==> src/include/decode_defs.svh <==
// ====================
// Decode stage definitions
// Datapath sizes, register file shape and the
// five-bit opcode map of the WISC instruction set
// ====================
`ifndef DECODE_DEFS_SVH
`define DECODE_DEFS_SVH

// Datapath and register file
`define WORD_W      16
`define REG_CNT     8
`define REG_SEL_W   3
`define OP_W        5

// JAL and JALR write the return address here
`define LINK_REG    3'd7

// Opcode map
`define OP_HALT     5'b00000
`define OP_NOP      5'b00001
`define OP_SIIC     5'b00010
`define OP_RTI      5'b00011
`define OP_J        5'b00100
`define OP_JR       5'b00101
`define OP_JAL      5'b00110
`define OP_JALR     5'b00111
`define OP_ADDI     5'b01000
`define OP_SUBI     5'b01001
`define OP_XORI     5'b01010
`define OP_ANDNI    5'b01011
`define OP_BEQZ     5'b01100
`define OP_BNEZ     5'b01101
`define OP_BLTZ     5'b01110
`define OP_BGEZ     5'b01111
`define OP_ST       5'b10000
`define OP_LD       5'b10001
`define OP_SLBI     5'b10010
`define OP_STU      5'b10011
`define OP_ROLI     5'b10100
`define OP_SLLI     5'b10101
`define OP_RORI     5'b10110
`define OP_SRLI     5'b10111
`define OP_LBI      5'b11000
`define OP_BTR      5'b11001
// R-format groups selected further by func
`define OP_RARITH   5'b11010
`define OP_RSHIFT   5'b11011
`define OP_SEQ      5'b11100
`define OP_SLT      5'b11101
`define OP_SLE      5'b11110
`define OP_SCO      5'b11111

`endif

==> src/verilog/decodePkg.sv <==
// ====================
// Decode stage types
// Instruction word views and the control enums
// shared by the decode blocks
// ====================
`include "decode_defs.svh"

package decodePkg;

    // Register format: two sources, one destination, func
    typedef struct packed {
        logic [`OP_W-1:0]      opcode;
        logic [`REG_SEL_W-1:0] rs;
        logic [`REG_SEL_W-1:0] rt;
        logic [`REG_SEL_W-1:0] rd;
        logic [1:0]            func;
    } rFormat;

    // Five-bit immediate format
    typedef struct packed {
        logic [`OP_W-1:0]      opcode;
        logic [`REG_SEL_W-1:0] rs;
        logic [`REG_SEL_W-1:0] rd;
        logic [4:0]            imm;
    } i1Format;

    // Eight-bit immediate format, also used by branches
    typedef struct packed {
        logic [`OP_W-1:0]      opcode;
        logic [`REG_SEL_W-1:0] rs;
        logic [7:0]            imm;
    } i2Format;

    // PC-relative jump displacement
    typedef struct packed {
        logic [`OP_W-1:0] opcode;
        logic [10:0]      disp;
    } jFormat;

    typedef union packed {
        rFormat  rFmt;
        i1Format i1Fmt;
        i2Format i2Fmt;
        jFormat  jFmt;
    } instrWord;

    typedef enum logic [3:0] {
        aluAdd, aluSub, aluXor, aluAndn,
        aluRol, aluSll, aluRor, aluSrl,
        aluSeq, aluSlt, aluSle, aluSco,
        aluBtr, aluLbi, aluSlbi, aluPass
    } aluOpE;

    typedef enum logic [2:0] {
        branchNone, branchBeqz, branchBnez, branchBltz, branchBgez
    } branchKindE;

    // Direct is PC-relative, register is Rs-relative
    typedef enum logic [1:0] {
        jumpNone, jumpDirect, jumpRegister
    } jumpKindE;

endpackage

==> src/verilog/branchResolve.sv <==
// ====================
// Branch and jump resolution
// Forwards Rs from EX or MEM, tests it against
// zero and forms the redirect target
// ====================
`timescale 1ns/1ps
`include "decode_defs.svh"

module branchResolve (
    input  logic [`WORD_W-1:0]     pcInc,
    input  logic [`REG_SEL_W-1:0]  rsSel,
    input  logic [`WORD_W-1:0]     rsData,
    input  logic [`REG_SEL_W-1:0]  exRd,
    input  logic [`WORD_W-1:0]     exData,
    input  logic                   exWrite,
    input  logic [`REG_SEL_W-1:0]  memRd,
    input  logic [`WORD_W-1:0]     memData,
    input  logic                   memRegWrite,
    input  logic [`WORD_W-1:0]     immVal,
    input  decodePkg::branchKindE  branchKind,
    input  decodePkg::jumpKindE    jumpKind,
    output logic [`WORD_W-1:0]     pcNew,
    output logic                   pcSrc
);

    import decodePkg::*;

    logic [`WORD_W-1:0] rsFwd;
    logic [`WORD_W-1:0] base;
    logic               taken;

    // Youngest producer first
    always_comb begin
        if (exWrite && exRd == rsSel) begin
            rsFwd = exData;
        end else if (memRegWrite && memRd == rsSel) begin
            rsFwd = memData;
        end else begin
            rsFwd = rsData;
        end
    end

    always_comb begin
        case (branchKind)
            branchBeqz: taken = (rsFwd == '0);
            branchBnez: taken = (rsFwd != '0);
            branchBltz: taken = rsFwd[`WORD_W-1];
            branchBgez: taken = !rsFwd[`WORD_W-1];
            default:    taken = 1'b0;
        endcase
    end

    // JR and JALR are relative to Rs, everything else to the next PC
    assign base  = (jumpKind == jumpRegister) ? rsFwd : pcInc;
    assign pcNew = base + immVal;
    assign pcSrc = taken || (jumpKind != jumpNone);

    // Fetch must never be redirected to an unknown address
    always_comb begin
        if (pcSrc) begin
            assert (!$isunknown(pcNew))
                else $error("branchResolve: unknown pcNew while redirecting");
        end
    end

endmodule

==> src/verilog/decodeControl.sv <==
// ====================
// Decode control unit
// Turns the opcode and func field into execute,
// memory and write-back levels, the branch and
// jump kind and the destination register
// ====================
`timescale 1ns/1ps
`include "decode_defs.svh"

module decodeControl (
    input  decodePkg::instrWord      instr,
    output logic                     regWrite,
    output logic                     memWrite,
    output logic                     memRead,
    output logic                     memToReg,
    output logic                     aluSrc,
    output logic                     halt,
    output logic                     err,
    output decodePkg::aluOpE         aluOp,
    output logic [`REG_SEL_W-1:0]    rdOut,
    output decodePkg::branchKindE    branchKind,
    output decodePkg::jumpKindE      jumpKind
);

    import decodePkg::*;

    logic [`OP_W-1:0] opcode;
    logic [1:0]       func;

    assign opcode = instr.rFmt.opcode;
    assign func   = instr.rFmt.func;

    always_comb begin
        regWrite   = 1'b0;
        memWrite   = 1'b0;
        memRead    = 1'b0;
        memToReg   = 1'b0;
        aluSrc     = 1'b0;
        halt       = 1'b0;
        err        = 1'b0;
        aluOp      = aluPass;
        branchKind = branchNone;
        jumpKind   = jumpNone;
        case (opcode)
            `OP_HALT: halt = 1'b1;
            // Not supported by this pipeline so nothing gets written
            `OP_SIIC, `OP_RTI: err = 1'b1;
            `OP_J:  jumpKind = jumpDirect;
            `OP_JR: jumpKind = jumpRegister;
            // Link address arrives on the ALU path unchanged
            `OP_JAL: begin
                jumpKind = jumpDirect;
                regWrite = 1'b1;
            end
            `OP_JALR: begin
                jumpKind = jumpRegister;
                regWrite = 1'b1;
            end
            `OP_ADDI, `OP_SUBI, `OP_XORI, `OP_ANDNI: begin
                regWrite = 1'b1;
                aluSrc   = 1'b1;
                aluOp    = aluOpE'({2'b00, opcode[1:0]});
            end
            `OP_BEQZ: branchKind = branchBeqz;
            `OP_BNEZ: branchKind = branchBnez;
            `OP_BLTZ: branchKind = branchBltz;
            `OP_BGEZ: branchKind = branchBgez;
            `OP_ST: begin
                memWrite = 1'b1;
                aluSrc   = 1'b1;
                aluOp    = aluAdd;
            end
            `OP_LD: begin
                regWrite = 1'b1;
                memRead  = 1'b1;
                memToReg = 1'b1;
                aluSrc   = 1'b1;
                aluOp    = aluAdd;
            end
            // Store with update also writes the new address back to Rs
            `OP_STU: begin
                regWrite = 1'b1;
                memWrite = 1'b1;
                aluSrc   = 1'b1;
                aluOp    = aluAdd;
            end
            `OP_SLBI: begin
                regWrite = 1'b1;
                aluSrc   = 1'b1;
                aluOp    = aluSlbi;
            end
            `OP_ROLI, `OP_SLLI, `OP_RORI, `OP_SRLI: begin
                regWrite = 1'b1;
                aluSrc   = 1'b1;
                aluOp    = aluOpE'({2'b01, opcode[1:0]});
            end
            `OP_LBI: begin
                regWrite = 1'b1;
                aluSrc   = 1'b1;
                aluOp    = aluLbi;
            end
            `OP_BTR: begin
                regWrite = 1'b1;
                aluOp    = aluBtr;
            end
            // func picks ADD, SUB, XOR or ANDN
            `OP_RARITH: begin
                regWrite = 1'b1;
                aluOp    = aluOpE'({2'b00, func});
            end
            // func picks ROL, SLL, ROR or SRL
            `OP_RSHIFT: begin
                regWrite = 1'b1;
                aluOp    = aluOpE'({2'b01, func});
            end
            `OP_SEQ, `OP_SLT, `OP_SLE, `OP_SCO: begin
                regWrite = 1'b1;
                aluOp    = aluOpE'({2'b10, opcode[1:0]});
            end
            default: ;
        endcase
    end

    // Destination register by the first matching rule
    always_comb begin
        if (opcode == `OP_STU || opcode == `OP_LBI || opcode == `OP_SLBI) begin
            rdOut = instr.rFmt.rs;
        end else if (opcode == `OP_JAL || opcode == `OP_JALR) begin
            rdOut = `LINK_REG;
        end else if (opcode[`OP_W-1 -: 2] == 2'b11) begin
            rdOut = instr.rFmt.rd;
        end else begin
            rdOut = instr.rFmt.rt;
        end
    end

endmodule

==> src/verilog/decodeStage.sv <==
// ====================
// Decode stage top
// Register file, control decode, immediate
// extension and branch resolution for the
// five-stage WISC pipeline
// ====================
`timescale 1ns/1ps
`include "decode_defs.svh"

module decodeStage (
    input  logic                   clk,
    input  logic                   rst,
    input  decodePkg::instrWord    instr,
    input  logic [`WORD_W-1:0]     pcInc,
    // Write-back port into the register file
    input  logic [`REG_SEL_W-1:0]  wbRd,
    input  logic [`WORD_W-1:0]     wbData,
    input  logic                   wbWrite,
    // Forwarding sources for branch and jump Rs
    input  logic [`REG_SEL_W-1:0]  exRd,
    input  logic [`WORD_W-1:0]     exData,
    input  logic                   exWrite,
    input  logic [`REG_SEL_W-1:0]  memRd,
    input  logic [`WORD_W-1:0]     memData,
    input  logic                   memRegWrite,
    output logic [`WORD_W-1:0]     read1Data,
    output logic [`WORD_W-1:0]     read2Data,
    output logic [`WORD_W-1:0]     immVal,
    output decodePkg::aluOpE       aluOp,
    output logic                   aluSrc,
    output logic                   regWrite,
    output logic                   memWrite,
    output logic                   memRead,
    output logic                   memToReg,
    output logic [`REG_SEL_W-1:0]  rdOut,
    output logic [`WORD_W-1:0]     pcNew,
    output logic                   pcSrc,
    output logic                   halt,
    output logic                   err
);

    import decodePkg::*;

    branchKindE branchKind;
    jumpKindE   jumpKind;

    regFileBypass regFile_inst (
        .clk       (clk),
        .rst       (rst),
        .read1Sel  (instr.rFmt.rs),
        .read2Sel  (instr.rFmt.rt),
        .writeSel  (wbRd),
        .writeData (wbData),
        .writeEn   (wbWrite),
        .read1Data (read1Data),
        .read2Data (read2Data)
    );

    immExtend immExtend_inst (
        .instr  (instr),
        .immVal (immVal)
    );

    decodeControl decodeControl_inst (
        .instr      (instr),
        .regWrite   (regWrite),
        .memWrite   (memWrite),
        .memRead    (memRead),
        .memToReg   (memToReg),
        .aluSrc     (aluSrc),
        .halt       (halt),
        .err        (err),
        .aluOp      (aluOp),
        .rdOut      (rdOut),
        .branchKind (branchKind),
        .jumpKind   (jumpKind)
    );

    branchResolve branchResolve_inst (
        .pcInc       (pcInc),
        .rsSel       (instr.rFmt.rs),
        .rsData      (read1Data),
        .exRd        (exRd),
        .exData      (exData),
        .exWrite     (exWrite),
        .memRd       (memRd),
        .memData     (memData),
        .memRegWrite (memRegWrite),
        .immVal      (immVal),
        .branchKind  (branchKind),
        .jumpKind    (jumpKind),
        .pcNew       (pcNew),
        .pcSrc       (pcSrc)
    );

endmodule

==> src/verilog/immExtend.sv <==
// ====================
// Immediate extension
// Picks the immediate field for the opcode and
// sign- or zero-extends it to a full word
// ====================
`timescale 1ns/1ps
`include "decode_defs.svh"

module immExtend (
    input  decodePkg::instrWord    instr,
    output logic [`WORD_W-1:0]     immVal
);

    logic [4:0]  imm5;
    logic [7:0]  imm8;
    logic [10:0] disp11;

    assign imm5   = instr.i1Fmt.imm;
    assign imm8   = instr.i2Fmt.imm;
    assign disp11 = instr.jFmt.disp;

    always_comb begin
        case (instr.rFmt.opcode)
            // Arithmetic and memory offsets are signed
            `OP_ADDI, `OP_SUBI, `OP_ST, `OP_LD, `OP_STU:
                immVal = {{(`WORD_W-5){imm5[4]}}, imm5};
            // Logic and shift amounts are unsigned
            `OP_XORI, `OP_ANDNI, `OP_ROLI, `OP_SLLI, `OP_RORI, `OP_SRLI:
                immVal = {{(`WORD_W-5){1'b0}}, imm5};
            `OP_BEQZ, `OP_BNEZ, `OP_BLTZ, `OP_BGEZ, `OP_LBI, `OP_JR, `OP_JALR:
                immVal = {{(`WORD_W-8){imm8[7]}}, imm8};
            // SLBI shifts these bits into the low byte
            `OP_SLBI:
                immVal = {{(`WORD_W-8){1'b0}}, imm8};
            `OP_J, `OP_JAL:
                immVal = {{(`WORD_W-11){disp11[10]}}, disp11};
            default:
                immVal = '0;
        endcase
    end

endmodule

==> src/verilog/regFileBypass.sv <==
// ====================
// Bypassing register file
// Eight word-wide registers, two read ports and one
// write port; a read of the register being written
// returns the incoming data in the same cycle
// ====================
`timescale 1ns/1ps
`include "decode_defs.svh"

module regFileBypass (
    input  logic                  clk,
    input  logic                  rst,
    input  logic [`REG_SEL_W-1:0] read1Sel,
    input  logic [`REG_SEL_W-1:0] read2Sel,
    input  logic [`REG_SEL_W-1:0] writeSel,
    input  logic [`WORD_W-1:0]    writeData,
    input  logic                  writeEn,
    output logic [`WORD_W-1:0]    read1Data,
    output logic [`WORD_W-1:0]    read2Data
);

    logic [`WORD_W-1:0] regs [`REG_CNT];
    logic               hit1;
    logic               hit2;

    always_ff @(posedge clk) begin
        if (rst) begin
            for (int i = 0; i < `REG_CNT; i++) begin
                regs[i] <= '0;
            end
        end else if (writeEn) begin
            regs[writeSel] <= writeData;
        end
    end

    // Same-cycle write wins over the stored value
    assign hit1 = writeEn && (writeSel == read1Sel);
    assign hit2 = writeEn && (writeSel == read2Sel);

    assign read1Data = hit1 ? writeData : regs[read1Sel];
    assign read2Data = hit2 ? writeData : regs[read2Sel];

    // Write-back must not push X into the file or through the bypass
    writeDataKnown: assert property (
        @(posedge clk) disable iff (rst)
        writeEn |-> !$isunknown(writeData)
    ) else $error("regFileBypass: unknown writeData with writeEn set");

endmodule
==> config.mk <==
export PLATFORM = sky130hd
export DESIGN_NAME = decodeStage
export DESIGN_NICKNAME = d
export VERILOG_FILES = /design/src/verilog/decodePkg.sv /design/src/verilog/branchResolve.sv /design/src/verilog/decodeControl.sv /design/src/verilog/decodeStage.sv /design/src/verilog/immExtend.sv /design/src/verilog/regFileBypass.sv
export VERILOG_INCLUDE_DIRS = /design/src /design/src/include
export SDC_FILE = /design/constraint.sdc
export NUM_CORES = 1
export LEC_CHECK = 0
export ABC_CLOCK_PERIOD_IN_PS = 5690
export BUFFER_PORTS_ARGS = -buffer_cell sky130_fd_sc_hd__buf_2
export CORE_ASPECT_RATIO = 1.2
export CORE_MARGIN = 2
export CORE_UTILIZATION = 25
export DETAILED_ROUTE_END_ITERATION = 6
export PLACE_DENSITY = 0.4
export REMOVE_ABC_BUFFERS = 1
export SLEW_MARGIN = 20
export SYNTH_ARGS = -nofsm -noshare
export SYNTH_HDL_FRONTEND = slang
export SYNTH_SLANG_ARGS = --single-unit
==> constraint.sdc <==
create_clock -name clk -period 5.69 [get_ports clk]
set_clock_uncertainty 0.05 [all_clocks]
set_input_delay 0.2845 -clock clk [delete_from_list [all_inputs] [get_ports clk]]
set_output_delay 0.2845 -clock clk [all_outputs]
set_load 0.01 [all_outputs]
==> results.yml, run 1 <==
outcome:
  status: "completed"
global_routing:
  grt_max_degree: 33
  antenna_found_initial: 0
  grt_pass1_vias: 6824
  grt_overflow: 0
  grt_pass1_wl_mm: 45.1
  grt_use_total_pct: 16.9
synthesis:
  syn_inst: 772
  ys_types: 48
  yosys.area.top_type_share_pct: 43.4
  synth-edff-count: 128
  yosys_most_used_dff: "edfxtp_1"
  syn-cell-area_um2: 8860
  synth_top_area_cell: "edfxtp_1"
  syn_avg_cell_area_um2: 11.5
  async_reset_ff_share_pct: 0
  ys_ff_latch: 128
  synth_commonest_cells: "and2_1, edfxtp_1, mux4_2"
  yosys-top-cells-area: "edfxtp_1, mux4_2, and2_1"
  yosysMostFrequentCell: "and2_1"
  yosysWarnings: 0
  synth.yosys.seq_area_share_pct: 43.4
floorplanning:
  rows: 75
  start_util_pct: 25.4
  die_h_um: 210
  coreArea_um2: 34900
  io_pins: 173
  die_area_um2: 37000
  fp.dieW_um: 176
sta:
  hold_viol: 0
  finalCriticalPeriod_ps: 4920
  fin_crit_sh_pct: 86.5
  fmaxAchievable_mhz: 203
  rsz0062_at_grt: "false"
  tns_ps: 0
  worst_hold_slack_ps: 230
  tightest_slew_ps: 1060
  slew_viol_final: 0
  setup_viol: 0
  relSlewSlack_pct: 29.6
clock_network:
  path_clk_slew_ps: 60
  clockBufferDepth: 2
  cts_setup_buffers: 0
  cts_resized: 0
  cts_root_buffer: "clkbuf_16"
  cts_tree: "built"
  htree_levels: 4
  cts_hold_buf: 0
  cts_sinks: 128
  cts_buffers: 17
place:
  hpwl_mm: 21.9
  port_buffers: 172
  placed_cells: 1363
  gp_congestion: 0.854
final_layout:
  seq_area_um2: 3840
  largestRegisters: "regFile_inst.regs: 128 flops"
  antenna_cells: 0
  fillers: 3680
  final_nets: 1030
  largest_register_ff_count: 128
  area_growth_pct: 21.4
  multi_input_comb_area_um2: 4710
  final_util_pct: 30.8
  stdcell_count: 1394
  drive_above_1_share_pct: 33.6
  top_register: "regFile_inst.regs"
routing:
  met2WireLength_mm: 15.3
  wl_met3_mm: 1.80
  dr.max_layer_used: "met4"
  drtAntennaViolNets: 0
  via_count: 6630
  drtIter0Drc: 485
  viasPerCell: 4.76
  drc: 0
  drt-pass1-iter-count: 5
  met1Wirelength_mm: 13.4
  drt-total-wl_mm: 31.1
  wl_per_cell_um: 22.3
critical_path:
  arrival_ps: 4590
  cp_cell_sequence: "mux4_2 -> mux2_2 -> mux2i_1 -> o211ai_1 -> o21ai_0 -> o21ai_0 -> ha_1 -> fa_1 -> a21o_1 -> a21o_1 -> a21oi_1 -> o21ai_0 -> a41oi_1 -> a21oi_1 -> a21oi_1 -> o21bai_1 -> xor2_1 -> buf_2"
  required_ps: 5360
  criticalPathCategory: "reg2out"
  crit_path_start_kind: "flop"
  path_max_fanout: 3
  cpMaxStageDelayCell: "mux4_2"
  critPathMaxStageDelay_ps: 470
  cp_top_family: "compound AO/OA/AOI/OAI gates"
  end_kind: "primary output"
  path_buf_inv: 1
power_and_ir_drop:
  ir_drop_uv: 168
  power_density_nw_per_um2: 268
  p_total_mw: 2.88
  p_leak_nw: 4.26
min_path:
  min_path_type: "in2reg"
flow_run:
  max_cap_viol_count: 0
==> logic make-up (layout without fill, tap and decap cells) <==
| logic type | Yosys count | count (layout) | share of synthesized area, % |
|---|---|---|---|
| AND/OR/NAND/NOR | 287 | 287 | 17.5 |
| adder cells (fa/ha/maj) | 16 | 16 | 2.34 |
| XOR/XNOR | 27 | 27 | 2.67 |
| flip-flops | 128 | 128 | 43.4 |
| AO/OA/AOI/OAI | 119 | 119 | 7.95 |
| multiplexers | 115 | 115 | 22.3 |
| buffers and inverters | 80 | 240 | 3.84 |
==> per-layer routing <==
metal / track usage (%) / vias to the layer above
met4: 4.99 / 0
met3: 3.26 / 28
li1: - / 3151
met1: 21.2 / 3228
met2: 29.5 / 223
met5: 0 / -
==> through the flow <==
step | area (um2) | setup slack (ps)
CTS | 10800 | 743
detailed placement | 10200 | 814
finish | 10800 | 765
global route | 10800 | 341
floorplan | 8600 | 1710
global placement | 10200 | 856
==> worst paths after layout <==
| path | slack [ps] | end | start | cells after the start |
|---|---|---|---|---|
| worst min-delay path | 230 | regFile_inst.regs[2][8]$_SDFFCE_PN0P_ | wbData[8] | 2 |
| worst max-delay path | 770 | pcNew[14] | regFile_inst.regs[7][0]$_SDFFCE_PN0P_ | 18 |
==> cells in the final DEF, fill, tap and decap left out, drive strengths merged, types with 5 or more instances in the layout <==
master,count
clkinv,6
or2,9
mux2,18
mux2i,33
edfxtp,128
and2,135
o21a,5
ha,15
nor3,10
nand3,5
nor2,40
inv,22
mux4,64
nand4,8
a21oi,35
o211ai,16
o21ai,44
buf,187
clkbuf,22
nand2,61
xor2,7
xnor2,20
==> area by class of cell <==
cell class	instances	area share (%)
Timing Repair Buffer	187	9.05
Tap cell	462	5.38
Sequential cell	128	35.7
Multi-Input combinational cell	564	43.8
Clock buffer	22	4.13
Inverter	22	0.768
Clock inverter	9	1.08
==> where the power goes <==
part | switching (mW) | internal, mW
clock | 0.390 | 0.679
sequential | 0.0274 | 1.10
combinational | 0.393 | 0.291
(Power assumes the default switching activity.)
==> run 2, diff against run 1 <==
--- a/config.mk
+++ b/config.mk
@@ -6,7 +6,7 @@
 export SDC_FILE = /design/constraint.sdc
 export NUM_CORES = 1
 export LEC_CHECK = 0
-export ABC_CLOCK_PERIOD_IN_PS = 5690
+export ABC_CLOCK_PERIOD_IN_PS = 5200
 export BUFFER_PORTS_ARGS = -buffer_cell sky130_fd_sc_hd__buf_2
 export CORE_ASPECT_RATIO = 1.2
 export CORE_MARGIN = 2
==> constraint.sdc (replaced) <==
create_clock -name clk -period 5.2 [get_ports clk]
set_clock_uncertainty 0.05 [all_clocks]
set_input_delay 0.26 -clock clk [delete_from_list [all_inputs] [get_ports clk]]
set_output_delay 0.26 -clock clk [all_outputs]
set_load 0.01 [all_outputs]
==> results.yml, run 2 (synthesis gave the netlist of run 1 again) <==
floorplanning:
  rows: 75
  die_area_um2: 37000
  coreArea_um2: 34900
  fp.dieW_um: 176
  start_util_pct: 25.4
  die_h_um: 210
  io_pins: 173
place:
  placed_cells: 1371
  gp_congestion: 0.812
  port_buffers: 172
  hpwl_mm: 22.1
power_and_ir_drop:
  ir_drop_uv: 215
  power_density_nw_per_um2: 288
  p_leak_nw: 4.29
global_routing:
  grt_pass1_wl_mm: 45.5
  grt_max_degree: 30
  grt_pass1_vias: 6836
  grt_overflow: 0
  grt_use_total_pct: 17.1
  antenna_found_initial: 1
routing:
  drc: 0
  via_count: 6774
  drtIter0Drc: 504
  viasPerCell: 4.84
  drtAntennaViolNets: 0
  drt-pass1-iter-count: 5
  drt-total-wl_mm: 31.5
  wl_per_cell_um: 22.5
final_layout:
  antenna_cells: 0
  layout_commonest_cell: "buf_2"
  largestRegisters: "regFile_inst.regs: 128 flops"
  area_growth_pct: 22.0
  stdcell_count: 1400
  mostFrequentLayoutCells: "buf_2, and2_1, edfxtp_1"
  final_util_pct: 31.0
  final_nets: 1038
  fillers: 3656
  drive_above_1_share_pct: 34.8
  seq_area_um2: 3840
  multi_input_comb_area_um2: 4740
  top_register: "regFile_inst.regs"
  largest_register_ff_count: 128
critical_path:
  criticalPathCategory: "reg2out"
  required_ps: 4890
  arrival_ps: 4540
  path_max_fanout: 3
  crit_path_start_kind: "flop"
  end_kind: "primary output"
  cp-startpoint: "regFile_inst.regs[1][0]$_SDFFCE_PN0P_"
clock_network:
  cts_hold_buf: 0
  cts_setup_buffers: 0
  cts_buffers: 17
  clockBufferDepth: 2
  htree_levels: 4
  cts_root_buffer: "clkbuf_16"
  cts_tree: "built"
  cts_sinks: 128
  path_clk_slew_ps: 60
sta:
  fin_crit_sh_pct: 93.4
  setup_viol: 0
  finalCriticalPeriod_ps: 4850
  slew_viol_final: 0
  tightest_slew_ps: 1120
  hold_viol: 0
  fmaxAchievable_mhz: 206
  relSlewSlack_pct: 25.5
min_path:
  min_path_type: "in2reg"
  hp-start: "wbData[7]"
outcome:
  status: "completed"
flow_run:
  max_cap_viol_count: 0
-- run 2: what timing repair did --
action,4_1_cts,5_1_grt
hold endpoints to repair,0,0
resized for setup,0,5
setup endpoints to repair,0,2
-- run 2: worst max-delay path: stages (launching register included) --
cell and delay (ps):
edfxtp_1 390, mux4_2 460, mux2_2 300, mux2i_4 200, o211ai_1 150, o21ai_2 130, o21ai_0 110, ha_1 240
fa_1 430, a21o_1 180, a21o_1 200, a21oi_1 200, o21ai_0 170, a41oi_2 270, a21oi_1 140, a21oi_1 170
o21bai_1 90, xor2_1 140, buf_2 140
-- run 2: through the flow --
| step | setup TNS [ps] | setup WS (ps) | hold slack (ps) | area [um2] | total power [mW] |
|---|---|---|---|---|---|
| floorplan | 0 | 1250 | 408 | 8600 | 1.66 |
| global placement | 0 | 416 | 624 | 10300 | 2.02 |
| detailed placement | 0 | 364 | 623 | 10300 | 2.02 |
| CTS | 0 | 58.5 | 188 | 10800 | 3.14 |
| global route | -3.80 | -3.80 | 191 | 10800 | 3.25 |
| finish | 0 | 345 | 200 | 10800 | 3.11 |
-- run 2: final cells by class --
| class | count | area share [%] |
|---|---|---|
| multi-input cells | 564 | 43.8 |
| flip-flops and latches | 128 | 35.6 |
| repair buffers | 195 | 9.56 |
| well taps | 462 | 5.35 |
| clock buffers | 19 | 4.01 |
| clock inverters | 10 | 0.903 |
| inverters | 22 | 0.764 |
-- run 2: where the power goes --
group          switching [mW]  total, mW  leakage (nW)  internal, mW
clock                   0.426       1.11         0.267         0.687
sequential             0.0303       1.23          1.23          1.20
combinational           0.435      0.762          2.80         0.328
total                   0.891       3.11          4.29          2.22
-- run 2: per-layer routing --
metal / vias up / share of wire, % / global-route usage, %
met4: 2 / 1.2 / 4.19
met5: - / 0.038 / 0
met3: 20 / 5.4 / 2.83
met2: 240 / 49 / 28.6
met1: 3340 / 45 / 23.0
li1: 3172 / - / -
-- run 2: path summary, 6_finish.rpt --
check,to,slack [ps],depth (start not counted)
max,pcNew[14],350,18
min,regFile_inst.regs[4][7]$_SDFFCE_PN0P_,200,2
==> run 3, diff against run 2 <==
--- a/config.mk
+++ b/config.mk
@@ -6,8 +6,9 @@
 export SDC_FILE = /design/constraint.sdc
 export NUM_CORES = 1
 export LEC_CHECK = 0
+export ABC_AREA = 1
 export ABC_CLOCK_PERIOD_IN_PS = 5200
-export BUFFER_PORTS_ARGS = -buffer_cell sky130_fd_sc_hd__buf_2
+export BUFFER_PORTS_ARGS = -buffer_cell sky130_fd_sc_hd__buf_4
 export CORE_ASPECT_RATIO = 1.2
 export CORE_MARGIN = 2
 export CORE_UTILIZATION = 25
==> results.yml, run 3 <==
sta:
  rsz0062_at_grt: "false"
  fin_crit_sh_pct: 82.6
  hold_viol: 0
  slew_viol_final: 0
  tns_ps: 0
  setup_viol: 0
  fmaxAchievable_mhz: 233
  finalCriticalPeriod_ps: 4290
  tightest_slew_ps: 1150
  relSlewSlack_pct: 23.0
synthesis:
  synth-edff-count: 128
  syn_avg_cell_area_um2: 7.15
  yosysMostFrequentCell: "nand2_1"
  ys_ff_latch: 128
  yosys_most_used_dff: "edfxtp_1"
  syn-cell-area_um2: 9110
  synth_top_area_cell: "edfxtp_1"
  syn_inst: 1273
  ys_types: 39
  yosysWarnings: 0
  yosys.area.top_type_share_pct: 42.2
  yosys-top-cells-area: "edfxtp_1, nand2_1, nor2_1"
  synth_commonest_cells: "nand2_1, nor2_1, nand3_1"
  async_reset_ff_share_pct: 0
  synth.yosys.seq_area_share_pct: 42.2
final_layout:
  stdcell_count: 1895
  top_register: "regFile_inst.regs"
  layout_commonest_cell: "nand2_1"
  area_growth_pct: 25.5
  antenna_cells: 0
  largestRegisters: "regFile_inst.regs: 128 flops"
  drive_above_1_share_pct: 17.7
  final_util_pct: 31.8
  largest_register_ff_count: 128
  final_nets: 1524
  mostFrequentLayoutCells: "nand2_1, nor2_1, buf_4"
  fillers: 3954
routing:
  drt-pass1-iter-count: 5
  drtAntennaViolNets: 0
  viasPerCell: 5.00
  wl_per_cell_um: 21.5
  drtIter0Drc: 869
  via_count: 9477
  drt-total-wl_mm: 40.6
  drc: 0
clock_network:
  cts_sinks: 128
  cts_hold_buf: 0
  clockBufferDepth: 2
  cts_tree: "built"
  cts_resized: 0
  cts_root_buffer: "clkbuf_16"
  cts_setup_buffers: 0
  cts_buffers: 17
  htree_levels: 4
  path_clk_slew_ps: 60
critical_path:
  required_ps: 4890
  path_max_fanout: 27
  end_kind: "primary output"
  crit_path_start_kind: "primary input"
  arrival_ps: 3980
  criticalPathCategory: "in2out"
power_and_ir_drop:
  power.share.switching_pct: 32.0
  internal_power_mw: 2.23
  p_sw_mw: 1.05
  power.share.clock_pct: 35.9
  p_leak_nw: 5.04
  pwr-share-comb_pct: 26.5
  power_frac_seq_pct: 37.6
  power_density_nw_per_um2: 287
  ir_drop_uv: 221
floorplanning:
  coreArea_um2: 35900
  io_pins: 173
  die_h_um: 213
  rows: 76
  die_area_um2: 38000
  start_util_pct: 25.3
  fp.dieW_um: 178
place:
  gp_congestion: 0.858
  port_buffers: 172
  placed_cells: 1863
  hpwl_mm: 27.5
global_routing:
  grt_use_total_pct: 21.5
  grt_pass1_wl_mm: 59.4
  antenna_found_initial: 0
  grt_overflow: 0
  grt_max_degree: 77
  grt_pass1_vias: 9289
min_path:
  min_path_type: "in2reg"
  whs_path_depth: 3
flow_run:
  max_cap_viol_count: 0
outcome:
  status: "completed"
[run 3: cell count changes in the layout (fill, tap and decap cells not counted), moves of 125 or more]
cell	previous run	this run
and2_1	135	1
buf_2	172	0
buf_4	23	196
nand2_1	61	293
nand3_1	5	130
nor2_1	34	240
[run 3: per-layer routing]
layer,GRT usage (%),up-vias,wire length [um]
met1,28.0,4494,17500
met4,7.32,0,983
met5,0,-,0
li1,-,4529,-
met2,35.8,405,19000
met3,3.85,49,3210
[run 3: cells by family after synthesis]
group | synth area share, %
xor gates and xnor gates | 1.80
AOI/OAI and AO/OA | 13.8
DFF | 42.2
adders and majority gates | 2.28
buffers and inverters | 8.83
and+or+nand+nor | 31.1
[run 3: worst paths after layout]
path  slack (ps)  startpoint                                     end
max          910    instr[9]                               pcNew[12]
min          290  wbData[13]  regFile_inst.regs[0][13]$_SDFFCE_PN0P_
[run 3: critical path: stages]
cell	delay (ps)
buf_4	240
inv_2	70
buf_4	230
nand2_1	80
nand2_1	50
nor2_1	190
nand2_2	340
o21ai_0	270
inv_1	50
nand2_1	80
a31oi_1	100
ha_1	240
fa_1	440
a31oi_1	280
o21ai_0	240
nand3_1	120
nand2_1	80
nand3_1	80
nand2_1	80
nand3_1	80
nand2_1	60
xor2_1	140
buf_4	140
[run 3: power groups by stage]
stage	Combinational [mW]	Clock [mW]	Sequential (mW)
final	0.870	1.18	1.23
after global placement	0.877	0	1.25
after CTS	0.878	1.19	1.23
after floorplan	0.431	0	1.24
after global routing	0.963	1.23	1.24
after detailed placement	0.875	0	1.25
[run 3: area by class of cell]
class                   instances  area, um2  area share [%]
flip-flops and latches        128       3840            33.6
clock buffers                  17        425            3.72
inverters                     118        445            3.90
clock inverters                15        145            1.27
multi-input cells             952       4490            39.3
repair buffers                197       1490            13.0
well taps                     468        586            5.12
[run 3: per-stage QoR]
| stage | area [um2] | total power [mW] | worst slack [ps] | hold slack [ps] |
|---|---|---|---|---|
| after floorplan | 8750 | 1.67 | 1070 | 521 |
| after detailed placement | 10900 | 2.13 | 916 | 735 |
| after global routing | 11400 | 3.44 | 537 | 323 |
| after CTS | 11400 | 3.30 | 918 | 287 |
| after global placement | 10800 | 2.13 | 977 | 734 |
| final | 11400 | 3.28 | 906 | 294 |
